===== src/dcache_pkg.sv =====
package dcache_pkg;

    // ~~~~~~~~~~~~~~~~~~~~~~~~~~~~~~~~~~~~~~~~~~~~~~~~~~~~~~~~~~~~~~~~~~~~~~~~~~
    // line geometry
    // ~~~~~~~~~~~~~~~~~~~~~~~~~~~~~~~~~~~~~~~~~~~~~~~~~~~~~~~~~~~~~~~~~~~~~~~~~~

    localparam int LINE_BYTES = 64;                    // bytes per line.
    localparam int WORD_BYTES = 4;                     // bytes per bus word.
    localparam int LINE_WORDS = LINE_BYTES / WORD_BYTES;
    localparam int SETS       = 16;                    // direct mapped, one way.
    localparam int OFFSET_W   = 6;                     // byte offset inside a line.
    localparam int INDEX_W    = 4;                     // set index above the offset.

    // ~~~~~~~~~~~~~~~~~~~~~~~~~~~~~~~~~~~~~~~~~~~~~~~~~~~~~~~~~~~~~~~~~~~~~~~~~~
    // vector types
    // ~~~~~~~~~~~~~~~~~~~~~~~~~~~~~~~~~~~~~~~~~~~~~~~~~~~~~~~~~~~~~~~~~~~~~~~~~~

    // byte address from the core.
    typedef logic [31:0] addr_t;

    // store data and uncached bus data.
    typedef logic [WORD_BYTES*8-1:0] word_t;

    // one full cache line, also the refill beat.
    typedef logic [LINE_BYTES*8-1:0] line_t;

    // per-byte write enable across a line.
    typedef logic [LINE_BYTES-1:0] line_be_t;

    // byte strobe of one word.
    typedef logic [WORD_BYTES-1:0] wstrb_t;

    // selects one of the SETS lines.
    typedef logic [INDEX_W-1:0] index_t;

endpackage


===== src/dcache_req_buf.sv =====
`timescale 1ns/1ps

module dcache_req_buf
    import dcache_pkg::*;
(
    input  logic   clk,
    input  logic   rst_n,
    input  logic   req_valid,
    input  logic   busy,
    input  addr_t  req_addr,
    input  word_t  req_wdata,
    input  wstrb_t req_type,
    input  logic   req_uncache,
    input  logic   req_cacop,
    input  logic   req_refill,
    input  logic   rbuf_clear,
    output logic   rbuf_valid,
    output addr_t  rbuf_addr,
    output word_t  rbuf_wdata,
    output wstrb_t rbuf_type,
    output logic   rbuf_uncache,
    output logic   rbuf_cacop,
    output logic   rbuf_refill
);

    logic accept;

    // a request is taken only while nothing is in flight.
    assign accept = req_valid & ~busy;

    // ~~~~~~~~~~~~~~~~~~~~~~~~~~~~~~~~~~~~~~~~~~~~~~~~~~~~~~~~~~~~~~~~~~~~~~~~~~
    // occupancy
    // ~~~~~~~~~~~~~~~~~~~~~~~~~~~~~~~~~~~~~~~~~~~~~~~~~~~~~~~~~~~~~~~~~~~~~~~~~~

    always_ff @(posedge clk) begin
        if (!rst_n) begin
            rbuf_valid <= 1'b0;
        end else if (rbuf_clear) begin
            rbuf_valid <= 1'b0;                 // request retired.
        end else if (accept) begin
            rbuf_valid <= 1'b1;
        end
    end

    // ~~~~~~~~~~~~~~~~~~~~~~~~~~~~~~~~~~~~~~~~~~~~~~~~~~~~~~~~~~~~~~~~~~~~~~~~~~
    // payload, held steady across a refill wait
    // ~~~~~~~~~~~~~~~~~~~~~~~~~~~~~~~~~~~~~~~~~~~~~~~~~~~~~~~~~~~~~~~~~~~~~~~~~~

    always_ff @(posedge clk) begin
        if (accept) begin
            rbuf_addr    <= req_addr;
            rbuf_wdata   <= req_wdata;
            rbuf_type    <= req_type;
            rbuf_uncache <= req_uncache;
            rbuf_cacop   <= req_cacop;
            rbuf_refill  <= req_refill;
        end
    end

endmodule


===== config.mk =====
export PLATFORM = sky130hd
export DESIGN_NAME = dcache_req_buf
export DESIGN_NICKNAME = d
export VERILOG_FILES = /design/src/dcache_pkg.sv /design/src/dcache_req_buf.sv
export SDC_FILE = /design/constraint.sdc
export NUM_CORES = 1
export LEC_CHECK = 0
export ABC_AREA = 1
export BUFFER_PORTS_ARGS = -buffer_cell sky130_fd_sc_hd__buf_2
export CORE_MARGIN = 2
export CORE_UTILIZATION = 38
export CTS_BUF_LIST = sky130_fd_sc_hd__clkbuf_8
export CTS_CLUSTER_DIAMETER = 60
export DETAILED_ROUTE_END_ITERATION = 6
export GPL_ROUTABILITY_DRIVEN = 1
export PLACE_DENSITY = 0.77
export SYNTH_ARGS = -nofsm -noshare
export SYNTH_HDL_FRONTEND = slang
export SYNTH_SLANG_ARGS = --single-unit
export TNS_END_PERCENT = 20

===== constraint.sdc =====
create_clock -name clk -period 2.1 [get_ports clk]
set_input_delay 0.105 -clock clk [delete_from_list [all_inputs] [get_ports clk]]
set_output_delay 0.105 -clock clk [all_outputs]
set_load 0.01 [all_outputs]

Word level (Yosys, flattened, before mapping)
Index checks and enable logic that the tools add are counted.
{ "word_totals": {"ff_bits": 72, "elab_cells": 11, "output_inout_bits": 72, "inputBits": 76} }
{ "classes": {"bitwise": 3, "reduce_logical": 1} }
{ "ops": {"columns": ["op", "count"], "rows": [
  ["inverter 1 bit", 2],
  ["OR reduction 2 bit", 1],
  ["AND 1 bit", 1]
]} }

Logic depth before layout (Yosys ltp)
{ "logic_depth": {"word_depth": 2, "ltp_mapped": 3, "ltp_nobuf": 3} }

Least setup slack after synthesis
No wires, ideal clock.
{ "synth_path": {"kind": "input to register", "from": "in busy", "to": "reg rbuf_addr[0] (enable)", "n_path_buf": 0, "setup_time_ps": 425, "arrival_time_ps": 1588, "t_required_ps": 1675, "stages": 3, "setup_slack_ps": 87, "cell_sequence": "inv_1 -> nand2_2 -> inv_1"} }
{ "synth_via": {"elab_chain_cells": 2} }
{ "synth_rtl": {"columns": ["element", "line", "rtl"], "rows": [
  ["start: declaration", "dcache_req_buf.sv:9", "input logic busy,"],
  ["inverter 1 bit", "dcache_req_buf.sv:29", "assign accept = req_valid & ~busy;"],
  ["AND 1 bit", "dcache_req_buf.sv:29", null],
  ["net accept", "dcache_req_buf.sv:26", "logic accept;"],
  ["end signal: assignment", "dcache_req_buf.sv:51", "rbuf_addr <= req_addr;"],
  ["end: declaration", "dcache_req_buf.sv:18", "output addr_t rbuf_addr,"]
]} }
The timed path passes the listed nets, and every way through them passes these cells.
A chain may end at the register's enable or synchronous reset.

Worst setup path in the final report
{ "layout_path": {"from": "reg rbuf_addr[19]", "to": "out rbuf_addr[19]"} }
No word-level cell between the ends.

==> impl_metrics.tcl <==
set metrics [dict create \
    synth-seq-cells 72 \
    cts_resized 0 \
    synth_area_leaders "edfxtp_1, dfxtp_1, inv_1" \
    syn_avg_cell_area_um2 27.7 \
    drtIter0Drc 91 \
    rsz0062_at_grt "no" \
    cp-endpoint "rbuf_addr[19]" \
    power_frac_seq_pct 54.1 \
    gp_congestion 0.678 \
    cts_tree "built" \
    synth_ff_type "edfxtp_1" \
    drtPass1Iterations 4 \
    nets 388 \
    die_height_um 79.8 \
    syn-cell-area_mm2 0.00219 \
    placementRows 27 \
    core_area_mm2 0.00554 \
    pwr-share-clk_pct 34.1 \
    dieArea_mm2 0.00638 \
    cts.sinks 72 \
    p_leak_nw 1.69 \
    fmax_mhz 966 \
    setup_viol 0 \
    crit_slowest_cell "edfxtp_1" \
    period_needed_ns 1.04 \
    synth_top_cell_by_area "edfxtp_1" \
    clock_path_buffers 2 \
    synth.distinct_cells 6 \
    crit_arrival_ns 0.93 \
    vias 1724 \
    startpoint_type "flip-flop" \
    swShare_pct 23.0 \
    crit_type "reg2out" \
    syn_to_final_growth_pct 81.4 \
    ios 148 \
    grt_pass1_vias 1927 \
    root_buffer "clkbuf_8" \
    clock_latency_ns 0.34 \
    p_comb_share_pct 11.7 \
    gr-total-overflow 0 \
    synth_edf_count 71 \
    r2r_slack_ns 1.52 \
    yosysMostFrequentCell "edfxtp_1" \
    critPathMaxStageDelay_ns 0.42 \
    ir_drop_v 0.000668 \
    antenna_left 0 \
    cts_buffers 9 \
    syn-instance-count 79 \
    outcome "complete, no violations" \
    wl_per_cell_um 18.4 \
    grt_max_degree 29 \
    slew_violations 0 \
    drc 0 \
    required_ns 2.00 \
    crit_start "rbuf_addr[19]" \
    cp_num_buf_inv 1 \
    cap_violations 0 \
    place_ws_ns 0.800 \
    clkTransAtPathRegs_ns 0.07 \
    grtUsageTotal_pct 23.4 \
    antenna_found_initial 0 \
    portBuffers 147 \
    hold_viol_final 0 \
    dpl_cell_area_mm2 0.00305 \
    crit_fanout 1 \
    start_util_pct 39.5 \
    p_per_area_mw_per_mm2 798 \
    num_antenna_cells 0 \
    final.period_utilization_pct 49.3 \
    ys_seq_area_share_pct 98.5 \
    reg2reg_depth 2 \
    drive_gt1_share_pct 53.0 \
    skew_ns 0 \
    cp.depth 1 \
    synth_nets 155 \
    hp-class "in2reg" \
    synth_top_area_share_pct 97.5 \
    total_power_mw 3.16 \
    p_sw_uw 728 \
    worst_setup_path_end_kind "output pin" \
    via_per_inst 4.43 \
    grt_pass1_wl_um 10200 \
    synthArstFlopShare_pct 0 \
    layout_setup_ws_ns 1.06 \
    r2r-end "rbuf_valid" \
    max_slew_margin_pct 66.7 \
    setup_tns_ns 0 \
    synth_warnings 0 \
    cts_htree_levels 3 \
    wl_um 7170 \
    intPower_mw 2.43 \
    design_area_mm2 0.00397 \
    critical-path-top-delay-family "flip-flops" \
    yosys-top-cells-count "edfxtp_1, inv_1" \
    crit_chain "buf_2" \
    tightest_slew_ns 0.499 \
    die_w_um 79.8 \
    reg2reg_from "rbuf_valid" \
    hpwl_um 3690 \
]
==> cells by family after synthesis <==
logic type      after synthesis  share of synthesized area (%)
buf+inv                       4                          0.687
flops                        72                           98.5
simple gates                  2                          0.458
compound gates                1                          0.401
==> cell type report <==
type,count,area (µm²)
repair buffers,222,1490
well taps,72,90.1
clock inverters,7,73.8
inverters,4,15.0
fillers,353,1580
clock buffers,9,124
multi-input cells,3,18.8
flip-flops and latches,72,2150
==> per-layer routing <==
layer	track usage, %	wire length [µm]
met1	24.3	2430
met2	40.9	3760
met3	9.50	771
met4	11.5	208
met5	0	0
==> placed cells by master, fill, tap and decap left out <==
cell type / n
a21oi_2: 1
buf_12: 1
buf_2: 147
buf_4: 2
bufinv_16: 1
clkbuf_8: 9
clkinv_4: 2
clkinvlp_4: 3
dfxtp_1: 1
dlygate4sd3_1: 72
edfxtp_1: 71
inv_1: 4
inv_2: 1
nand2_1: 1
nand2_2: 1
==> flip-flops by register name, indices dropped and copies added, names as in the netlist <==
name / flops
rbuf_cacop: 1
rbuf_wdata: 32
rbuf_uncache: 1
rbuf_type: 4
rbuf_refill: 1
rbuf_valid: 1
rbuf_addr: 32
==> how the worst min path moves through the flow <==
stage / startpoint / slack (ns) / to / depth (start not counted)
floorplan: req_addr[0] / 0.20 / rbuf_addr[0] / 0
global placement: req_addr[18] / 0.28 / rbuf_addr[18] / 1
detailed placement: req_addr[25] / 0.28 / rbuf_addr[25] / 1
CTS: rst_n / 0.02 / rbuf_valid / 3
global route: rst_n / 0.03 / rbuf_valid / 3
finish: rst_n / 0.03 / rbuf_valid / 3
==> power by group through the flow <==
stage	sequential (mW)	combinational, mW	clock, mW
after floorplan	1.80	0.0219	0
after global placement	1.73	0.246	0
after detailed placement	1.74	0.252	0
after CTS	1.71	0.356	1.08
after global routing	1.72	0.392	1.15
final	1.71	0.370	1.08
==> through the flow <==
stage          std cells  utilization [%]  hold slack [ns]
5_1_grt              389             71.6           0.0257
2_1_floorplan         79                -            0.204
3_3_place_gp         301             55.0            0.281
3_5_place_dp         301             55.0            0.283
6_report             389             71.6           0.0316
4_1_cts              389             71.6           0.0169
==> timing repair <==
item / in CTS / in global routing
endpoints found under the hold margin: 72 / 0
hold buffers: 72 / 0
buffers inserted: 0 / 0
Power figures use the tool's default switching activity.
