===== src/dcache_ctrl_pkg.sv =====
package dcache_ctrl_pkg;

    // ~~~~~~~~~~~~~~~~~~~~~~~~~~~~~~~~~~~~~~~~~~~~~~~~~~~~~~~~~~~~~~~~~~~~~~~~~~
    // write type codes
    // ~~~~~~~~~~~~~~~~~~~~~~~~~~~~~~~~~~~~~~~~~~~~~~~~~~~~~~~~~~~~~~~~~~~~~~~~~~

    // a store type is a byte mask anchored at byte 0 of the word.
    typedef logic [3:0] wrt_type_t;

    localparam wrt_type_t WRT_BYTE = 4'b0001;
    localparam wrt_type_t WRT_HALF = 4'b0011;
    localparam wrt_type_t WRT_WORD = 4'b1111;

    // ~~~~~~~~~~~~~~~~~~~~~~~~~~~~~~~~~~~~~~~~~~~~~~~~~~~~~~~~~~~~~~~~~~~~~~~~~~
    // store sequencer
    // ~~~~~~~~~~~~~~~~~~~~~~~~~~~~~~~~~~~~~~~~~~~~~~~~~~~~~~~~~~~~~~~~~~~~~~~~~~

    typedef enum logic [2:0] {
        IDLE,           // nothing buffered.
        WRITE,          // store to a resident line.
        WAIT_REFILL,    // line missing, waiting on the bus.
        MERGE,          // refill written, store goes on top.
        UNCACHED        // store leaves as one word.
    } store_state_t;

endpackage


===== src/dcache_store_fsm.sv =====
`timescale 1ns/1ps

module dcache_store_fsm
    import dcache_ctrl_pkg::*;
(
    input  logic clk,
    input  logic rst_n,
    input  logic rbuf_valid,
    input  logic rbuf_uncache,
    input  logic rbuf_refill,
    input  logic refill_valid,
    output logic busy,
    output logic wrt_data_sel,
    output logic mem_we,
    output logic line_we_all,
    output logic uc_wvalid,
    output logic done,
    output logic rbuf_clear
);

    store_state_t state;
    store_state_t cur_state;
    store_state_t next_state;
    logic         fin;                          // a store write landed last cycle.

    // ~~~~~~~~~~~~~~~~~~~~~~~~~~~~~~~~~~~~~~~~~~~~~~~~~~~~~~~~~~~~~~~~~~~~~~~~~~
    // request decode
    // ~~~~~~~~~~~~~~~~~~~~~~~~~~~~~~~~~~~~~~~~~~~~~~~~~~~~~~~~~~~~~~~~~~~~~~~~~~

    // a new request acts in the very cycle it appears in the buffer,
    // so IDLE hands over to the decoded state without a dead cycle.
    // while fin is high the buffer still holds the retiring request.
    always_comb begin
        cur_state = state;
        if (state == IDLE && rbuf_valid && !fin) begin
            if (rbuf_uncache) begin
                cur_state = UNCACHED;           // refill flag has no meaning here.
            end else if (rbuf_refill) begin
                cur_state = WAIT_REFILL;
            end else begin
                cur_state = WRITE;              // hit or index cache op.
            end
        end
    end

    // ~~~~~~~~~~~~~~~~~~~~~~~~~~~~~~~~~~~~~~~~~~~~~~~~~~~~~~~~~~~~~~~~~~~~~~~~~~
    // outputs and next state
    // ~~~~~~~~~~~~~~~~~~~~~~~~~~~~~~~~~~~~~~~~~~~~~~~~~~~~~~~~~~~~~~~~~~~~~~~~~~

    always_comb begin
        next_state   = cur_state;
        wrt_data_sel = 1'b1;
        mem_we       = 1'b0;
        line_we_all  = 1'b0;
        uc_wvalid    = 1'b0;
        case (cur_state)
            WRITE: begin
                mem_we     = 1'b1;
                next_state = IDLE;
            end
            WAIT_REFILL: begin
                if (refill_valid) begin
                    wrt_data_sel = 1'b0;        // bus line goes in first.
                    mem_we       = 1'b1;
                    line_we_all  = 1'b1;
                    next_state   = MERGE;
                end
            end
            MERGE: begin
                mem_we     = 1'b1;              // store on top of the refill.
                next_state = IDLE;
            end
            UNCACHED: begin
                uc_wvalid  = 1'b1;
                next_state = IDLE;
            end
            default: begin
                next_state = IDLE;
            end
        endcase
    end

    always_ff @(posedge clk) begin
        if (!rst_n) begin
            state <= IDLE;
            fin   <= 1'b0;
        end else begin
            state <= next_state;
            fin   <= mem_we & wrt_data_sel;
        end
    end

    // an uncached store completes with its bus beat.
    assign done       = fin | uc_wvalid;
    assign rbuf_clear = done;
    assign busy       = rbuf_valid | (state != IDLE);

endmodule


===== config.mk =====
export PLATFORM = sky130hd
export DESIGN_NAME = dcache_store_fsm
export DESIGN_NICKNAME = d
export VERILOG_FILES = /design/src/dcache_ctrl_pkg.sv /design/src/dcache_store_fsm.sv
export SDC_FILE = /design/constraint.sdc
export NUM_CORES = 1
export LEC_CHECK = 0
export ABC_AREA = 1
export BUFFER_PORTS_ARGS = -buffer_cell sky130_fd_sc_hd__buf_2
export CAP_MARGIN = 5
export CORE_AREA = 2 2 39 41
export CTS_CLUSTER_DIAMETER = 100
export DETAILED_ROUTE_END_ITERATION = 12
export DIE_AREA = 0 0 41 43
export PLACE_DENSITY_LB_ADDON = 0.3
export REMOVE_ABC_BUFFERS = 1
export SKIP_CTS_REPAIR_TIMING = 1
export SYNTH_ARGS = -nofsm -noshare
export SYNTH_HDL_FRONTEND = slang
export SYNTH_SLANG_ARGS = --single-unit

===== constraint.sdc =====
create_clock -name clk -period 1.95 [get_ports clk]
set_input_delay 0.4875 -clock clk [delete_from_list [all_inputs] [get_ports clk]]
set_output_delay 0.4875 -clock clk [all_outputs]
set_load 0.02 [all_outputs]

Word-level counts from Yosys, hierarchy flattened
Index checks and enable logic that the tools add are counted.
{"block": "totals", "elab_cells": 30, "out_inout_bits": 7, "input_bits": 6, "register_bits": 4}
{"block": "op_classes", "n_bitwise": 5, "mux": 10, "n_reduce_logical": 8, "n_eq_ne": 4}
{"cell": "3-bit by 2-bit == test with 1-bit output, second input constant", "count": 2}
{"cell": "3-bit 2-to-1 mux", "count": 2}
{"cell": "1-bit 2-to-1 mux", "count": 5}
{"cell": "2-bit 2-to-1 mux", "count": 2}
{"cell": "3-bit by 1-bit == test with 1-bit output, second input constant", "count": 1}
{"cell": "3-bit == test, second input constant", "count": 1}
{"cell": "3-bit zero test", "count": 1}
{"cell": "3-bit nonzero test", "count": 1}
{"cell": "3-bit OR reduction", "count": 1}
{"cell": "1-bit logical AND", "count": 2}
{"cell": "1-bit inverter", "count": 2}
{"cell": "1-bit bitwise OR", "count": 2}
{"cell": "1-bit one-hot mux with 2 select lines", "count": 1}
{"cell": "2-bit AND reduction", "count": 1}
{"cell": "2-bit OR reduction", "count": 1}
{"cell": "1-bit AND", "count": 1}
{"cell": "1-bit zero test", "count": 1}

Logic depth before layout (Yosys ltp)
Gate-level depths: netlist of the first run.
{"block": "logic_depth", "ltp_word": 8, "ltp_mapped": 8, "mapped_depth_nobuf": 7}

Worst setup path after synthesis of the first run
OpenSTA, ideal clock, no wires.
{"block": "synth_path", "path_type": "input port to output port", "start": "input port rbuf_valid", "end": "output port rbuf_clear", "stages": 8, "required_time_ps": 1462, "slack_ps": -118, "path_buffers": 1, "arrival_time_ps": 1581, "cell_sequence": "inv_1 nor2_4 nand4_1 nand2_2 nor2_4 inv_2 o21bai_1 buf_4"}
{"block": "synth_between", "elab_chain_len": 6}
{"element": "start, declared", "line": "dcache_store_fsm.sv:8", "rtl": "input logic rbuf_valid,"}
{"element": "1-bit logical AND (2 in a row)", "line": "dcache_store_fsm.sv:35", "rtl": "if (state == IDLE && rbuf_valid && !fin) begin"}
{"element": "3-bit 2-to-1 mux", "line": "dcache_store_fsm.sv:35"}
{"element": "3-bit == test", "line": "dcache_store_fsm.sv:56", "rtl": "case (cur_state)"}
{"element": "1-bit 2-to-1 mux", "line": "dcache_store_fsm.sv:56"}
{"element": "1-bit bitwise OR", "line": "dcache_store_fsm.sv:94", "rtl": "assign done = fin | uc_wvalid;"}
{"element": "end, declared", "line": "dcache_store_fsm.sv:18", "rtl": "output logic rbuf_clear"}
No other way between the ends.

Worst setup path in the final report of the first run
{"block": "layout_path", "start": "input port rbuf_valid", "end": "output port done"}
{"block": "layout_between", "elab_chain_len": 6}
{"element": "1-bit logical AND (2 in a row)", "line": "dcache_store_fsm.sv:35"}
{"element": "3-bit 2-to-1 mux", "line": "dcache_store_fsm.sv:35"}
{"element": "3-bit == test", "line": "dcache_store_fsm.sv:56"}
{"element": "1-bit 2-to-1 mux", "line": "dcache_store_fsm.sv:56"}
{"element": "1-bit bitwise OR", "line": "dcache_store_fsm.sv:94"}
{"element": "end, declared", "line": "dcache_store_fsm.sv:17", "rtl": "output logic done,"}
No other way between the ends.

==> results of run 1 <==
stage by stage:
step	hold WS, ns	util	cells	setup TNS [ns]	setup slack (ns)
detailed placement	0.638	0.284	71	0	0.0106
CTS	0.494	0.300	74	0	0.00278
floorplan	0.583	-	42	-0.247	-0.123
finish	0.500	0.335	77	0	0.0355
global route	0.496	0.335	77	-0.152	-0.0508
global placement	0.637	0.284	71	0	0.0268
how the worst max path moves through the flow:
| stage | start | endpoint | slack (ns) | depth (start not counted) |
|---|---|---|---|---|
| after floorplan | rbuf_valid | done | -0.12 | 7 |
| after global placement | rbuf_valid | mem_we | 0.03 | 8 |
| after detailed placement | rbuf_valid | done | 0.01 | 9 |
| after CTS | rbuf_valid | mem_we | 0.003 | 8 |
| after global routing | state[0] | done | -0.05 | 7 |
| final | rbuf_valid | done | 0.04 | 9 |
Yosys cell counts:
cell      count
dfxtp_1       4
conb_1        1
o21ai_0       1
nand2_1       3
nand3_1       5
nand2_2       1
nor2_1        5
nand3_2       2
inv_2         1
buf_4         1
o21bai_1      1
nor2_4        2
a21oi_2       1
a31oi_2       1
nand2_4       1
nand4_1       1
nor3_2        2
inv_1         8
nor2_2        2
logic make-up (layout without fill, tap and decap cells):
logic type / count (synthesis) / count (layout) / share of synthesized area
AOI/OAI and AO/OA: 4 / 4 / 0.108
other: 1 / 1 / 0.0120
DFF: 4 / 4 / 0.256
buffers and inverters: 10 / 28 / 0.132
and+or+nand+nor: 24 / 24 / 0.492
per-layer routing:
| layer | routed length (microns) | vias up | GRT usage |
|---|---|---|---|
| li1 | - | 172 | - |
| met1 | 357 | 135 | 0.103 |
| met2 | 252 | 13 | 0.106 |
| met3 | 54 | 0 | 0.0785 |
| met4 | 0 | 0 | 0 |
| met5 | 0 | - | 0 |
power by group:
part           switching (W)  total [W]  internal, W  leakage (nW)
logic              0.0000393  0.0000677    0.0000284         0.183
clock network      0.0000295  0.0000980    0.0000685        0.0138
registers         0.00000248  0.0000861    0.0000836        0.0340
final cells by class:
cell class,instances,area share
Multi-Input combinational cell,29,0.432
Timing Repair Buffer,16,0.216
Sequential cell,4,0.186
Inverter,9,0.0730
Clock buffer,3,0.0486
Tap cell,16,0.0432
worst min-delay path, cell delays in order:
cell and delay, ns:
buf_2 0.10, inv_1 0.06, a21oi_2 0.03
sequential cells by signal (all words and copies together), names as in the netlist:
name / count
state: 3
fin: 1
==> flow_summary_export.csv, run 1 <==
group,metric,value,unit
logic_synthesis,yosys_warnings,0,
placement,postPlaceCellArea,393,sq um
die,die_y,43,microns
worst_setup_path,cpMaxStageDelayCell,"o21bai_1",
worst_setup_path,cp-start-kind,"input pin",
cells_and_area,final_cell_mix,"buf_2, buf_4, inv_1, nor2_1, nand3_1",
die,die_x,41,microns
cts,clk_pin_slew,0.04,ns
worst_setup_path,critPathTopFamily,"buffers and inverters",
logic_synthesis,synth_area_leaders,"dfxtp_1, inv_1, nand3_1, nor2_4, nand3_2",
drt,wl_per_cell,8.62,microns
die,core_area,1380,sq um
drt,drt-initial-drc-count,3,
cts,cts-root-buf,"clkbuf_4",
min_path,hp-class,"in -> reg",
cells_and_area,multiInputGateArea,200,sq um
cells_and_area,layout-area-overhead-vs-synth,48.0,%
worst_setup_path,worstPathArrival,1.43,ns
grt,grt_overflow,0,
cells_and_area,drive_above_1_share,0.607,
timing,fmax,522,MHz
cts,cts_max_level,1,
worst_setup_path,path_max_fanout,4,
logic_synthesis,synth-seq-cells,4,
worst_setup_path,required,1.46,ns
flow_run,drv_cap,0,
logic_synthesis,yosysSeqAreaShare,0.256,
timing,fin_skew,0.00258,ns
power_and_ir_drop,ir_worst_vdd,451,uV
drt,vias,320,
worst_setup_path,crit_type,"in -> out",
timing,finalCritPeriodShare,0.982,
drt,first_pass_iters,4,
grt,grt_pass1_vias,240,
logic_synthesis,synth_top_area_frac,0.256,
logic_synthesis,yosysTopAreaCell,"dfxtp_1",
drt,drc_errors,0,
die,fp-row-count,14,
min_path,holdPathEnd,"fin",
worst_setup_path,crit_path_max_incr_delay,0.17,ns
placement,gp_congestion,0.698,
status,status,"completed",
logic_synthesis,synth_cells,43,
timing,fin_crit,1.91,ns
worst_setup_path,worstReg2RegStart,"state[1]",
grt,grt_max_degree,6,
placement,hpwl,522,microns
cts,cts_tree,"done",
timing,grt_setup_unrepaired,"yes",
cells_and_area,fillCellCount,153,
logic_synthesis,synth_area,313,sq um
timing,hold_viol,0,
drt,ant_nets,0,
worst_setup_path,reg2reg_depth,7,
grt,grt_first_pass_wirelength,931,microns
worst_setup_path,r2r_end,"state[0]",
grt,grt_usage,0.0812,
logic_synthesis,synth_cell_types,19,
power_and_ir_drop,power,0.000252,W
power_and_ir_drop,cellPowerDensity,544,nW/um^2
timing,setup_violations,0,
cells_and_area,antenna_cells,0,
timing,maxSlewViolCount,0,
cts,clk_latency,0.23,ns
cells_and_area,final_area,463,sq um
drt,avgViaCountPerCell,4.16,
cts,clk_path_buf_depth,2,
drt,drt-total-wl,664,microns
placement,port_buffers,12,
worst_setup_path,cp-end-kind,"primary output",
cells_and_area,fin_nets,69,
min_path,hold_depth,3,
worst_setup_path,path_cells,"buf_2 -> inv_2 -> nor2_4 -> nand4_1 -> nand2_2 -> nor2_4 -> inv_2 -> o21bai_1 -> buf_4",
cts,cts_buffers,3,
power_and_ir_drop,power_leakage,0.231,nW
cts,cts_sinks,4,
die,ioPinCount,13,
cells_and_area,register_area,86.3,sq um
worst_setup_path,reg2reg_slack,0.76,ns
min_path,hold_path.startpoint,"rst_n",
logic_synthesis,avgSynthCellArea,7.27,sq um
die,dieArea,1760,sq um
grt,antenna_found_initial,0,
worst_setup_path,crit_buf_inv,4,
die,start_util,0.226,
Power figures use the tool's default switching activity.
==> run 2, diff against run 1 <==
==> constraint.sdc (replaced) <==
create_clock -name clk -period 1.95 [get_ports clk]
set_input_delay 0.2925 -clock clk [delete_from_list [all_inputs] [get_ports clk]]
set_output_delay 0.2925 -clock clk [all_outputs]
set_load 0.02 [all_outputs]
==> run 2 against run 1 <==
Against the previous run:
- sequential cell count did not move
- first-iteration DRC count increased by 130%
- sequential power barely moved
==> flow_summary_export.csv, run 2 (synthesis gave the netlist of run 1 again) <==
group,metric,value,unit
cts,clk_latency,0.23,ns
worst_setup_path,path_max_fanout,5,
timing,maxSlewViolCount,0,
drt,drc_errors,0,
cts,cts_tree,"done",
cts,clk_path_buf_depth,2,
worst_setup_path,crit_path_max_incr_delay,0.39,ns
timing,hold_viol,0,
die,fp-row-count,14,
power_and_ir_drop,cellPowerDensity,595,nW/um^2
timing,setup_ws,0.218,ns
worst_setup_path,cp-end-kind,"primary output",
cells_and_area,fin_nets,65,
die,dieArea,1760,sq um
drt,drt-initial-drc-count,7,
timing,fin_skew,0.00344,ns
cts,cts_buffers,3,
status,status,"completed",
power_and_ir_drop,power_leakage,0.213,nW
drt,wl_per_cell,8.14,microns
die,start_util,0.226,
timing,fmax,577,MHz
timing,timing.setup.tns,0,ns
placement,port_buffers,12,
drt,ant_nets,0,
worst_setup_path,worstPathArrival,1.44,ns
cells_and_area,reg_top3,"state x3, fin x1",
grt,grt_first_pass_wirelength,1040,microns
cells_and_area,drive_above_1_share,0.491,
flow_run,drv_cap,0,
timing,setup_violations,0,
grt,grt_overflow,0,
cells_and_area,layoutNonFillerInstCount,73,
grt,antenna_found_initial,0,
power_and_ir_drop,ir_worst_vdd,399,uV
cells_and_area,layout_commonest_cell,"buf_2",
worst_setup_path,required,1.66,ns
cells_and_area,top_register,"state",
worst_setup_path,crit_buf_inv,2,
cts,cts_sinks,4,
worst_setup_path,cpMaxStageDelayCell,"dfxtp_1",
die,die_x,41,microns
cells_and_area,largest_reg_flops,3,
cells_and_area,fillCellCount,163,
grt,grt_usage,0.0832,
worst_setup_path,cp-start-kind,"flip-flop",
placement,hpwl,491,microns
worst_setup_path,critPathTopFamily,"simple AND/OR/NAND/NOR gates",
placement,gp_congestion,0.664,
worst_setup_path,path_cells,"nor2_2 -> nand4_1 -> nand2_2 -> nor2_4 -> inv_2 -> o21bai_1 -> buf_2",
drt,drt-total-wl,594,microns
worst_setup_path,crit_type,"reg -> out",
cells_and_area,layout-area-overhead-vs-synth,30.4,%
cells_and_area,final_cell_mix,"buf_2, inv_1, nor2_1, nand3_1, dfxtp_1",
min_path,hp-class,"in -> reg",
drt,vias,300,
timing,fin_crit,1.73,ns
placement,place_inst,70,
drt,avgViaCountPerCell,4.11,
placement,pre_cts_slack,0.375,ns
die,ioPinCount,13,
grt,grt_pass1_vias,258,
cts,cts_max_level,1,
timing,hold_slack,0.304,ns
grt,grt_max_degree,6,
cells_and_area,antenna_cells,0,
die,core_area,1380,sq um
die,die_y,43,microns
power_and_ir_drop,power,0.000243,W
cts,cts-root-buf,"clkbuf_4",
drt,first_pass_iters,2,
timing,grt_setup_unrepaired,"no",
cts,clk_pin_slew,0.03,ns
timing,finalCritPeriodShare,0.888,
-- run 2: cell type report --
cell class / instances / area [sq um] / share of cell area
clock buffer: 3 / 22.5 / 0.0552
inverter: 9 / 33.8 / 0.0828
multi-input combinational: 29 / 191 / 0.469
sequential: 4 / 80.1 / 0.196
tap: 16 / 20.0 / 0.0491
timing repair buffer: 12 / 60.1 / 0.147
-- run 2: path summary, 6_finish.rpt --
kind	slack, ns	start	end	cells after the start
min	0.30	rst_n	fin	3
max	0.22	state[1]	rbuf_clear	7
max reg2reg	0.80	state[1]	state[0]	6
min reg2reg	0.64	state[2]	fin	3
-- run 2: per-layer routing --
metal / track usage / vias up / wire (microns)
met2: 0.109 / 11 / 236
met3: 0.0471 / 0 / 46
met5: 0 / - / 0
met4: 0 / 0 / 0
li1: - / 166 / -
met1: 0.125 / 123 / 310
-- run 2: stage by stage --
stage                     cell area, sq um   util
final                                  408  0.295
after floorplan                        305      -
after detailed placement               385  0.278
after CTS                              408  0.295
after global routing                   408  0.295
after global placement                 385  0.278
-- run 2: report_power, final --
| group | total, W | switching (W) | internal [W] |
|---|---|---|---|
| sequential | 0.0000859 | 0.00000183 | 0.0000841 |
| combinational | 0.0000571 | 0.0000373 | 0.0000198 |
| clock | 0.0000997 | 0.0000311 | 0.0000687 |
-- run 2: worst register-to-register path, cell delays in order (launching register included) --
cell and delay [ns]:
dfxtp_1 0.34, nor3_2 0.29, nand3_1 0.10, nand2_1 0.13
nor2_2 0.05, nand3_1 0.08, nor2_1 0.04
