[config.mk]
export PLATFORM = sky130hd
export DESIGN_NAME = mem_wrt_ctrl_d
export DESIGN_NICKNAME = d
export VERILOG_FILES = /design/src/dcache_pkg.sv /design/src/dcache_ctrl_pkg.sv /design/src/mem_wrt_ctrl_d.sv
export SDC_FILE = /design/constraint.sdc
export NUM_CORES = 1
export LEC_CHECK = 0
export BUFFER_PORTS_ARGS = -buffer_cell sky130_fd_sc_hd__buf_2
export CAP_MARGIN = 10
export CORE_AREA = 2 2 452 454
export DETAILED_ROUTE_END_ITERATION = 7
export DIE_AREA = 0 0 454 456
export GPL_TIMING_DRIVEN = 0
export PLACE_DENSITY = 0.3
export SYNTH_ARGS = -nofsm -noshare
export SYNTH_HDL_FRONTEND = slang
export SYNTH_SLANG_ARGS = --single-unit
[constraint.sdc]
create_clock -name vclk -period 1.8
set_input_delay 0.36 -clock vclk [all_inputs]
set_output_delay 0.36 -clock vclk [all_outputs]
set_load 0.05 [all_outputs]
[src/dcache_pkg.sv]
package dcache_pkg;

    // ~~~~~~~~~~~~~~~~~~~~~~~~~~~~~~~~~~~~~~~~~~~~~~~~~~~~~~~~~~~~~~~~~~~~~~~~~~
    // line geometry
    // ~~~~~~~~~~~~~~~~~~~~~~~~~~~~~~~~~~~~~~~~~~~~~~~~~~~~~~~~~~~~~~~~~~~~~~~~~~

    localparam int LINE_BYTES = 64;                    // bytes per line.
    localparam int WORD_BYTES = 4;                     // bytes per bus word.
    localparam int LINE_WORDS = LINE_BYTES / WORD_BYTES;
    localparam int SETS       = 16;                    // direct mapped, one way.
    localparam int OFFSET_W   = 6;                     // byte offset inside a line.
    localparam int INDEX_W    = 4;                     // set index above the offset.

    // ~~~~~~~~~~~~~~~~~~~~~~~~~~~~~~~~~~~~~~~~~~~~~~~~~~~~~~~~~~~~~~~~~~~~~~~~~~
    // vector types
    // ~~~~~~~~~~~~~~~~~~~~~~~~~~~~~~~~~~~~~~~~~~~~~~~~~~~~~~~~~~~~~~~~~~~~~~~~~~

    // byte address from the core.
    typedef logic [31:0] addr_t;

    // store data and uncached bus data.
    typedef logic [WORD_BYTES*8-1:0] word_t;

    // one full cache line, also the refill beat.
    typedef logic [LINE_BYTES*8-1:0] line_t;

    // per-byte write enable across a line.
    typedef logic [LINE_BYTES-1:0] line_be_t;

    // byte strobe of one word.
    typedef logic [WORD_BYTES-1:0] wstrb_t;

    // selects one of the SETS lines.
    typedef logic [INDEX_W-1:0] index_t;

endpackage

[src/dcache_ctrl_pkg.sv]
package dcache_ctrl_pkg;

    // ~~~~~~~~~~~~~~~~~~~~~~~~~~~~~~~~~~~~~~~~~~~~~~~~~~~~~~~~~~~~~~~~~~~~~~~~~~
    // write type codes
    // ~~~~~~~~~~~~~~~~~~~~~~~~~~~~~~~~~~~~~~~~~~~~~~~~~~~~~~~~~~~~~~~~~~~~~~~~~~

    // a store type is a byte mask anchored at byte 0 of the word.
    typedef logic [3:0] wrt_type_t;

    localparam wrt_type_t WRT_BYTE = 4'b0001;
    localparam wrt_type_t WRT_HALF = 4'b0011;
    localparam wrt_type_t WRT_WORD = 4'b1111;

    // ~~~~~~~~~~~~~~~~~~~~~~~~~~~~~~~~~~~~~~~~~~~~~~~~~~~~~~~~~~~~~~~~~~~~~~~~~~
    // store sequencer
    // ~~~~~~~~~~~~~~~~~~~~~~~~~~~~~~~~~~~~~~~~~~~~~~~~~~~~~~~~~~~~~~~~~~~~~~~~~~

    typedef enum logic [2:0] {
        IDLE,           // nothing buffered.
        WRITE,          // store to a resident line.
        WAIT_REFILL,    // line missing, waiting on the bus.
        MERGE,          // refill written, store goes on top.
        UNCACHED        // store leaves as one word.
    } store_state_t;

endpackage

[src/mem_wrt_ctrl_d.sv]
`timescale 1ns/1ps

module mem_wrt_ctrl_d
    import dcache_pkg::*;
    import dcache_ctrl_pkg::*;
(
    input  word_t     w_data_CPU,
    input  line_t     w_data_AXI,
    input  addr_t     addr_rbuf,
    input  wrt_type_t wrt_type,
    input  logic      wrt_data_sel,
    input  logic      cacop_en_rbuf,
    input  logic      uncache_rbuf,
    output line_t     mem_din,
    output line_be_t  mem_we_normal,
    output wstrb_t    AXI_we
);

    wstrb_t     we_word;                        // enables inside one word.
    logic [3:0] word_slot;

    // ~~~~~~~~~~~~~~~~~~~~~~~~~~~~~~~~~~~~~~~~~~~~~~~~~~~~~~~~~~~~~~~~~~~~~~~~~~
    // write data
    // ~~~~~~~~~~~~~~~~~~~~~~~~~~~~~~~~~~~~~~~~~~~~~~~~~~~~~~~~~~~~~~~~~~~~~~~~~~

    // store data is copied into every lane so that the enables alone
    // decide where it lands.
    always_comb begin
        if (!wrt_data_sel) begin
            mem_din = w_data_AXI;               // refill line as is.
        end else begin
            case (wrt_type)
                WRT_BYTE: mem_din = {LINE_BYTES{w_data_CPU[7:0]}};
                WRT_HALF: mem_din = {(LINE_BYTES / 2){w_data_CPU[15:0]}};
                WRT_WORD: mem_din = {LINE_WORDS{w_data_CPU}};
                default:  mem_din = '0;
            endcase
        end
    end

    // ~~~~~~~~~~~~~~~~~~~~~~~~~~~~~~~~~~~~~~~~~~~~~~~~~~~~~~~~~~~~~~~~~~~~~~~~~~
    // byte enables
    // ~~~~~~~~~~~~~~~~~~~~~~~~~~~~~~~~~~~~~~~~~~~~~~~~~~~~~~~~~~~~~~~~~~~~~~~~~~

    // index operations carry a raw mask, so no sub-word alignment.
    always_comb begin
        if (cacop_en_rbuf) begin
            we_word = wrt_type;
        end else begin
            case (addr_rbuf[1:0])
                2'd0:    we_word = wrt_type;
                2'd1:    we_word = {wrt_type[2:0], 1'b0};
                2'd2:    we_word = {wrt_type[1:0], 2'b0};
                default: we_word = {wrt_type[0], 3'b0};
            endcase
        end
    end

    assign word_slot = addr_rbuf[OFFSET_W-1:2];

    // the word enables land in the addressed slot, all others stay off.
    always_comb begin
        for (int w = 0; w < LINE_WORDS; w++) begin
            if (word_slot == w[3:0]) begin
                mem_we_normal[WORD_BYTES*w +: WORD_BYTES] = we_word;
            end else begin
                mem_we_normal[WORD_BYTES*w +: WORD_BYTES] = '0;
            end
        end
    end

    // a cached path has no use for the strobe, hence all ones.
    assign AXI_we = uncache_rbuf ? we_word : '1;

endmodule

Word-level counts from Yosys, hierarchy flattened:

Cells that the tools add are included.

* bits of input ports: 583
* bits in registers: 0
* output and inout port bits: 580

* reductions and logical operators: 2
* eq/ne operators: 20
* mux-type cells: 21

Operators by type and width (count)
* 512-bit case mux with 3 select lines: 1
* 512-bit 2-to-1 mux: 1
* 4-bit 2-to-1 mux: 18
* 4-bit equality test (second input constant): 9
* 4-bit by 3-bit equality test with 1-bit output (second input constant): 4
* 4-bit by 2-bit equality test with 1-bit output (second input constant): 3
* 4-bit case mux with 3 select lines: 1
* 4-bit by 1-bit equality test with 1-bit output (second input constant): 2
* 4-bit zero test: 1
* 2-bit by 1-bit equality test with 1-bit output (second input constant): 1
* 2-bit equality test (second input constant): 1
* 2-bit zero test: 1

Longest topological paths before layout:

Gate-level depths: netlist (run 1).

* depth in word-level cells: 4
* mapped depth: 7

Worst setup path before layout (run 1):

Ideal clock, no wire load.

* path kind: input to output
* from: input wrt_type[3]
* to: output mem_we_normal[27]
* setup slack: -0.702 ns
* stages on the path: 5
* data arrival time: 2.142 ns
* data required time: 1.440 ns
* cell sequence: buf_6 -> buf_4 -> mux2i_1 -> clkbuf_1 -> nor3_1

* longest elaborated chain between the ends: 3

Ends and longest elaborated chain
* start: declaration: RTL line mem_wrt_ctrl_d.sv:10 `input wrt_type_t wrt_type,`
* 4-bit case mux with 3 select lines: RTL line mem_wrt_ctrl_d.sv:50 `case (addr_rbuf[1:0])`
* 4-bit 2-to-1 mux *: RTL line mem_wrt_ctrl_d.sv:47 `if (cacop_en_rbuf) begin`
* 4-bit 2-to-1 mux *: RTL line mem_wrt_ctrl_d.sv:64 `if (word_slot == w[3:0]) begin`
* end: declaration: RTL line mem_wrt_ctrl_d.sv:15 `output line_be_t mem_we_normal,`

Every way passes the cells marked *; elsewhere a longest branch is shown, timed or not.

Worst setup path in the final report (run 1):

* from: input wrt_type[3]
* to: output mem_din[425]

* longest elaborated chain between the ends: 3
* elaborated cells between the ends (all ways): 5
* those cells by class: eq/ne (3); mux (2)

Ends and longest elaborated chain
* 4-bit equality test (tied with other cells): RTL line mem_wrt_ctrl_d.sv:32 `case (wrt_type)`
* 512-bit case mux with 3 select lines *: RTL line mem_wrt_ctrl_d.sv:32
* 512-bit 2-to-1 mux *: RTL line mem_wrt_ctrl_d.sv:29 `if (!wrt_data_sel) begin`
* end: declaration: RTL line mem_wrt_ctrl_d.sv:14 `output line_t mem_din,`

Marks and branches as above.

==> results of run 1 <==
-- per-layer routing --
metal / wire length, um / part of all wire, % / up-vias / global-route usage (%)
met5: 464 / 0.26 / - / 0
met2: 101000 / 56 / 893 / 31.6
met4: 8460 / 4.7 / 42 / 4.92
met3: 9170 / 5.1 / 329 / 2.73
met1: 60700 / 34 / 8975 / 16.0
li1: - / - / 7904 / -
-- cells in the final DEF (no fill, tap or decap), drive strengths merged, types with 2 or more instances in the layout --
cell / n
nand3: 7
a21oi: 18
nor4bb: 2
inv: 384
o21ai: 266
nor2b: 4
a22oi: 128
nand3b: 2
nand2b: 129
clkbuf: 105
nand2: 12
diode: 64
and3: 9
a21boi: 128
o211ai: 8
o221ai: 8
and2: 2
and4: 8
nor3b: 16
buf: 1401
nor3: 17
nor2: 35
a32oi: 8
o22ai: 128
-- synth_stat cells, drive strengths merged, types with 2 or more instances --
library cell / number
and3: 9
nand2: 12
o22ai: 128
clkbuf: 80
a32oi: 8
nor3: 17
nor2b: 4
nor2: 35
a22oi: 128
o21ai: 266
o221ai: 8
nand3b: 2
a21oi: 18
a21boi: 128
nor4bb: 2
nor3b: 16
and2: 2
nand2b: 129
inv: 384
and4: 8
o211ai: 8
nand3: 7
buf: 91
-- cell families after synthesis --
logic type / Yosys count
muxes: 1
buffers and inverters: 555
xor gates and xnor gates: 1
and+or+nand+nor: 245
AOI/OAI and AO/OA: 696
-- worst min path at each step --
stage          slack, ps  depth (start not counted)            to       startpoint
3_3_place_gp        1100                          4  mem_din[115]  w_data_AXI[115]
2_1_floorplan        780                          1     AXI_we[1]     uncache_rbuf
6_report            1060                          4  mem_din[146]  w_data_AXI[146]
3_5_place_dp        1100                          4  mem_din[151]  w_data_AXI[151]
4_1_cts             1070                          4  mem_din[213]  w_data_AXI[213]
5_1_grt             1070                          4  mem_din[147]  w_data_AXI[147]
-- critical path: stages --
cell     delay, ps
buf_8          110
buf_12         150
xnor2_4        160
buf_12         150
a32oi_4        170
buf_12         190
buf_12         120
buf_16         150
o22ai_4        260
buf_8          200
-- metrics by stage --
stage          setup WS, ps  util, %  cells  power [W]  setup TNS (ps)
2_1_floorplan          -619        -   1498    0.00494         -172040
3_3_place_gp          -2340     10.6   5297    0.00786         -732050
3_5_place_dp          -2080     10.7   5306    0.00786         -672380
4_1_cts                -596     12.5   5405    0.00883         -269800
5_1_grt                -625     16.3   5559     0.0110         -248150
6_report               -616     16.3   5569     0.0106         -222650
-- power by group through the flow --
stage	combinational [W]	sequential [W]	clock, W
2_1_floorplan	0.00494	0	0
3_3_place_gp	0.00786	0	0
3_5_place_dp	0.00786	0	0
4_1_cts	0.00883	0	0
5_1_grt	0.0110	0	0.00000000421
6_report	0.0106	0	0.00000000490
-- cell type report --
cell class         count  area share (%)
plain buffers        170            7.81
well taps           2672            10.1
inverters            384            4.37
repair buffers      1336            40.9
multi-input cells    943            36.3
diodes                64           0.486
-- timing repair --
item,4_1_cts,5_1_grt
cloned,13,39
pin swaps,54,136
gates resized for setup,679,2013
setup buffers,87,71
endpoints found under the setup margin,580,580
==> metrics, run 1 <==
layout cells sized above 1 80.1%; failing checks setup timing; compound-gate portion of the synthesized area between 50% and 60%; Area after DPL ~22,000 um2; GR Overflow Total 0; Yosys warnings 0; f_max 0.414 GHz; Port Buf Inserts approximately 1,100; final worst slack -616 ps; Tcrit/Tclk final 134%; sequential power share 0%; seq_cells 0; Seq. cell area 0 um2; fin area 32,900 um2; largest net degree at the start of global routing 11; Worst setup EP type output pin; power per cell area 323 nW/um2; GPL Wtd Cong 0.959; detailed-route DRC error count 0; P_sw 0.00655 W; internal power 0.00410 W; Seq/Total Area, Yosys 0%; Die Span Y approximately 460 um; Mapped Area 8280 um2; largest cells by area after synthesis inv_1 17%, o21ai_0 16%, a21boi_0 12%; area grow syn2layout 298%; post-synthesis instance total 1,498; Routed Antenna Nets 0; final wirelength between 150,000 and 200,000 um; Die ar. 207,000 um2; WP data required 1440 ps; crit path launch wrt_type[3]; Slew Limit Fails 0; Max Cap Viol 0; vias after detailed routing ~18,000; RSZ-0062 raised after global routing true; fillers 22,725; simple-gate share of the synthesized area 17.6%; Total Routing Usage GR 15.7%; CP startpoint kind input pin; Iter 0 DRT Violations roughly 860; combinational family with the most area after synthesis compound AO/OA/AOI/OAI gates; CTS Hold Bufs 0; initial antenna violation count 126; relative slew slack 48.7%; mux cell area share after synthesis less than 1%; number of global-route vias before repair 17,241; Peak supply drop approximately 0.00019 V; Die W 454 um; HP Class in2out; wire per inst 32.3 um; kind of critical path in2out; min cycle time layout around 2400 ps; synthesized area per cell 5.52 um2; Mapped Nets 2,081; I/O pin count roughly 1,200; Critical Path End mem_din[425]; fin nets between 3,000 and 4,000; Clock power frac 0%; Setup violations, final 568; distinct cell type count after synthesis 40; CP Max Fanout 8; clkbuf count 0; first-pass GRT wire length 209,000 um; HPWL Detailed 148,000 um; worst slew pin tran between 700 and 800 ps; outcome finished with violations; area share of the largest cell type after synthesis 17.4%; Post-Synth XOR/XNOR Area 0.197%; Post-Synth Adder-Cell Area 0%; DRT Pass-1 Iters 5; Min Hold Slack 1060 ps; crit path DAT roughly 2000 ps; sw frac about three fifths; Vias/cell 3.26; Comb pwr share 100.0%; most area-hungry cell type in the Yosys netlist inv_1; cell row count roughly 170; area of the multi-input gates 12,000 um2; final hold viol count 0; total core area 202,000 um2; Leakage between 10 and 15 nW; initial core utilization 4.10%
Note: power is estimated with default switching activity, not from simulation.
==> inputs of run 2 (changes only) <==
- PLACE_DENSITY: 0.3 -> 0.31
- SETUP_SLACK_MARGIN: not set -> 0.5
==> run 2 against run 1 <==
Effect of this change:
- cell count down 1.8%
- the flow still finishes with violations (setup timing)
- utilization down 3.8 points
- first-iteration DRC count is 13% higher
- worst hold slack gained 0.66 ps
- maximum frequency down 1.3%
- wire length decreased by 4.5%
- global-route usage shrank 0.11 points
- critical path type unchanged
==> metrics, run 2 (same netlist as run 1, synthesis figures left out) <==
Seq. cell area 0 um2; Slew Limit Fails 0; CP Max Fanout 8; fin nets 3,349; first-pass GRT wire length 208,000 um; internal power 0.00279 W; P_sw 0.00596 W; fin area 25,300 um2; Die Span Y 456 um; DRT Pass-1 Iters 5; final hold viol count 0; total core area 202,000 um2; detailed-route DRC error count 0; kind of critical path in2out; Total Routing Usage GR 15.6%; Leakage ~12 nW; initial core utilization 4.10%; commonest cells after routing, fill and taps aside 802 x buf_2, 384 x inv_1, 248 x buf_6, 158 x buf_4, 134 x o21ai_0; final wirelength 172,000 um; Tcrit/Tclk final 136%; sequential power share 0%; Worst setup EP type output pin; GR Overflow Total 0; HP Class in2out; initial antenna violation count 103; Setup violations, final 577; CTS Hold Bufs 0; Hold Crit Start w_data_AXI[215]; wire per inst about 31 um; fillers approximately 23,000; sw frac 68.1%; clkbuf count 0; commonest non-fill, non-tap cell in the layout buf_2; f_max 0.408 GHz; seq_cells 0; RSZ-0062 raised after global routing true; Die W between 400 and 500 um; Hold Path End mem_din[215]; cell row count between 150 and 200; area of the multi-input gates 8960 um2; Die ar. 207,000 um2; DP Cell Count around 5,300; HPWL Detailed 151,000 um; number of global-route vias before repair 17,315; relative slew slack 40.5%; outcome finished with violations; worst slew pin tran 892 ps; Routed Antenna Nets 0; area grow syn2layout 206%; GPL Wtd Cong 0.974; Min Hold Slack ~1100 ps; fin cells 5,470; Vias/cell 3.22; crit path DAT 2090 ps; Area after DPL roughly 19,000 um2; min cycle time layout 2450 ps; failing checks setup timing; power per cell area about 350 nW/um2; CP startpoint kind input pin; layout cells sized above 1 68.5%; largest net degree at the start of global routing 11; Max Cap Viol 0; Comb pwr share 100.0%; vias after detailed routing around 18,000; final worst slack -648 ps; WP data required 1440 ps; hold path cells 4; Setup TNS -255,860 ps; Peak supply drop roughly 0.00013 V; I/O pin count 1,163; Pwr Total 0.00875 W; Iter 0 DRT Violations 967; Port Buf Inserts 1,127; Clock power frac 0%
[run 2: cell types whose count changed in the layout (fill, tap and decap cells not counted), sizes merged]
cell / previous run / this run
buf: 1401 / 1339
diode: 64 / 34
clkbuf: 105 / 97
bufbuf: 0 / 1
[run 2: repair_timing]
action / CTS / global route
resized for setup: 785 / 603
endpoints found under the hold margin: 0 / 0
setup endpoints to repair: 580 / 580
cloned: 11 / 12
pin swaps: 36 / 48
setup buffers: 84 / 23
[run 2: power by group through the flow]
stage                     combinational (W)  sequential, W       clock, W
after global routing                0.00903              0  0.00000000149
final                               0.00875              0  0.00000000216
after floorplan                     0.00432              0              0
after global placement              0.00738              0              0
after detailed placement            0.00745              0              0
after CTS                           0.00832              0              0
[run 2: worst max path at each step]
stage / slack (ps) / cells past startpoint / from / to
final: -650 / 7 / wrt_type[2] / mem_din[51]
after global routing: -660 / 9 / wrt_type[3] / mem_din[59]
after CTS: -640 / 9 / wrt_type[2] / mem_din[409]
after floorplan: -600 / 6 / wrt_type[2] / mem_din[24]
after detailed placement: -1800 / 7 / wrt_type[2] / mem_din[501]
after global placement: -2520 / 7 / wrt_type[1] / mem_din[207]
[run 2: stage by stage]
step | setup slack (ps) | util, %
6_report | -648 | 12.5
3_3_place_gp | -2520 | 9.53
4_1_cts | -638 | 11.4
2_1_floorplan | -596 | -
5_1_grt | -655 | 12.5
3_5_place_dp | -1800 | 9.64
[run 2: per-layer routing]
| metal | up-vias | part of all wire (%) | track usage [%] |
|---|---|---|---|
| li1 | 7688 | - | - |
| met2 | 940 | 52 | 29.0 |
| met3 | 266 | 7.4 | 3.98 |
| met1 | 8638 | 36 | 17.1 |
| met5 | - | 0.39 | 0 |
| met4 | 102 | 4.3 | 4.78 |
[run 2: critical path, stage by stage]
cell      delay, ps
buf_12          120
buf_16          160
buf_6           130
and4_4          170
o221ai_4        390
o21ai_0         370
buf_4           320
[run 2: area by class of cell]
type	count	area share [%]
multi-input combinational	943	35.4
buffer	171	8.22
inverter	384	5.70
timing repair buffer	1266	37.1
tap	2672	13.2
antenna	34	0.336
==> inputs of run 3 (changes only) <==
- SETUP_SLACK_MARGIN: 0.5 -> 0.02
==> run 3 against run 2 <==
Effect of this change:
- the flow still finishes with violations (setup timing)
- wire length up 4.5%
- worst hold slack better by 1.4 ps
- non-clock buffer count rose by 54
- critical path depth is 3 higher
- worst setup slack better by 56 ps
- utilization up 2.6 points
- sequential share of layout area stayed put
- die area did not move
- cell area grew 21%
- count of clock-buffer cells in the layout unchanged
- maximum frequency increased by 2.3%
- power rose by 14%
==> metrics, run 3 (same netlist as run 1, synthesis figures left out) <==
outcome finished with violations; failing checks setup timing; Total Routing Usage GR 16.4%; GPL Wtd Cong 0.970; Area after DPL between 20,000 and 25,000 um2; Tcrit/Tclk final 133%; Setup violations, final 575; Setup TNS -222,790 ps; Vias/cell 3.28; first-pass GRT wire length 218,000 um; P_sw 0.00632 W; commonest cells after routing, fill and taps aside 635 x buf_2, 384 x inv_1, 353 x buf_6, 148 x buf_4, 129 x nand2b_1; power per cell area 328 nW/um2; wire per inst 32.4 um; fin nets ~3,400; DRT Pass-1 Iters 5; crit path DAT between 2000 and 2500 ps; most frequent CP cell buf_12; Iter 0 DRT Violations 1,031; HP Class in2out; Routed Antenna Nets 0; total core area 202,000 um2; CP startpoint kind input pin; Die W around 450 um; f_max 0.418 GHz; clkbuf count 0; internal power 0.00368 W; number of global-route vias before repair approximately 18,000; Cell Chain, Critical Path buf_12 > buf_12 > nor2_4 > buf_12 > o21ai_4 > buf_12 > buf_16 > buf_12 > a22oi_2 > buf_6; Comb pwr share 100.0%; vias after detailed routing 18,153; CTS Hold Bufs 0; GR Overflow Total 0; largest net degree at the start of global routing 11; detailed-route DRC error count 0; Worst setup EP type output pin; Slew Limit Fails 0; final hold viol count 0; Seq. cell area 0 um2; seq_cells 0; fin area approximately 31,000 um2; WP data required about 1400 ps; commonest non-fill, non-tap cell in the layout buf_2; relative slew slack 33.7%; Die Span Y 456 um; CP Max Fanout 7; fillers 22,989; I/O pin count 1,163; kind of critical path in2out; final wirelength between 150,000 and 200,000 um; worst slew pin tran between 900 and 1000 ps; Max Cap Viol 0; layout cells sized above 1 roughly three quarters; area grow syn2layout 269%; cell row count 165; CP peak stage delay 380 ps; min cycle time layout 2390 ps; Peak supply drop 0.000159 V; slowest stage cell, crit path a22oi_2; RSZ-0062 raised after global routing true; initial antenna violation count 138; HPWL Detailed 150,000 um; sequential power share 0%; Leakage 13.7 nW; sw frac 63.2%; CP top delay family buffers and inverters; Clock power frac 0%; CP bufs+invs 7; Port Buf Inserts ~1,100; DP Worst Slack -2060 ps; initial core utilization 4.10%; Die ar. 207,000 um2; final worst slack -592 ps
-- run 3: what timing repair did --
item | in CTS | in global routing
gates cloned | 35 | 14
buffers inserted | 115 | 25
setup endpoints to repair | 580 | 580
pin swaps | 81 | 55
gates resized for setup | 1092 | 681
-- run 3: area by class of cell --
type               instances  area [um2]  area share, %
well taps               2672        3340           10.9
inverters                384        1440           4.72
repair buffers          1321       12000           39.4
diodes                    48         120          0.393
multi-input cells        943       11000           36.1
plain buffers            170        2560           8.39
-- run 3: final timing paths --
kind / start / endpoint / slack (ps) / cells past startpoint
min: w_data_AXI[149] / mem_din[149] / 1060 / 4
max: wrt_type[2] / mem_din[57] / -590 / 10
-- run 3: power by group through the flow --
| stage | sequential (W) | clock (W) | combinational, W |
|---|---|---|---|
| 2_1_floorplan | 0 | 0 | 0.00501 |
| 3_3_place_gp | 0 | 0 | 0.00786 |
| 3_5_place_dp | 0 | 0 | 0.00789 |
| 4_1_cts | 0 | 0 | 0.00945 |
| 5_1_grt | 0 | 0.00000000251 | 0.0103 |
| 6_report | 0 | 0.00000000374 | 0.0100 |
-- run 3: stage by stage --
step,hold slack (ps),std cells,power (W),utilization (%)
3_5_place_dp,1100,5305,0.00789,10.9
3_3_place_gp,1100,5297,0.00786,10.8
4_1_cts,1060,5455,0.00945,13.9
6_report,1060,5538,0.0100,15.1
2_1_floorplan,785,1498,0.00501,-
5_1_grt,1070,5522,0.0103,15.1
-- run 3: per-layer routing --
layer / track usage (%) / up-vias / part of all wire (%)
met2: 32.7 / 950 / 55
met3: 2.38 / 310 / 5.3
met4: 3.95 / 36 / 4.0
li1: - / 7864 / -
met1: 17.6 / 8993 / 35
met5: 0 / - / 0.15
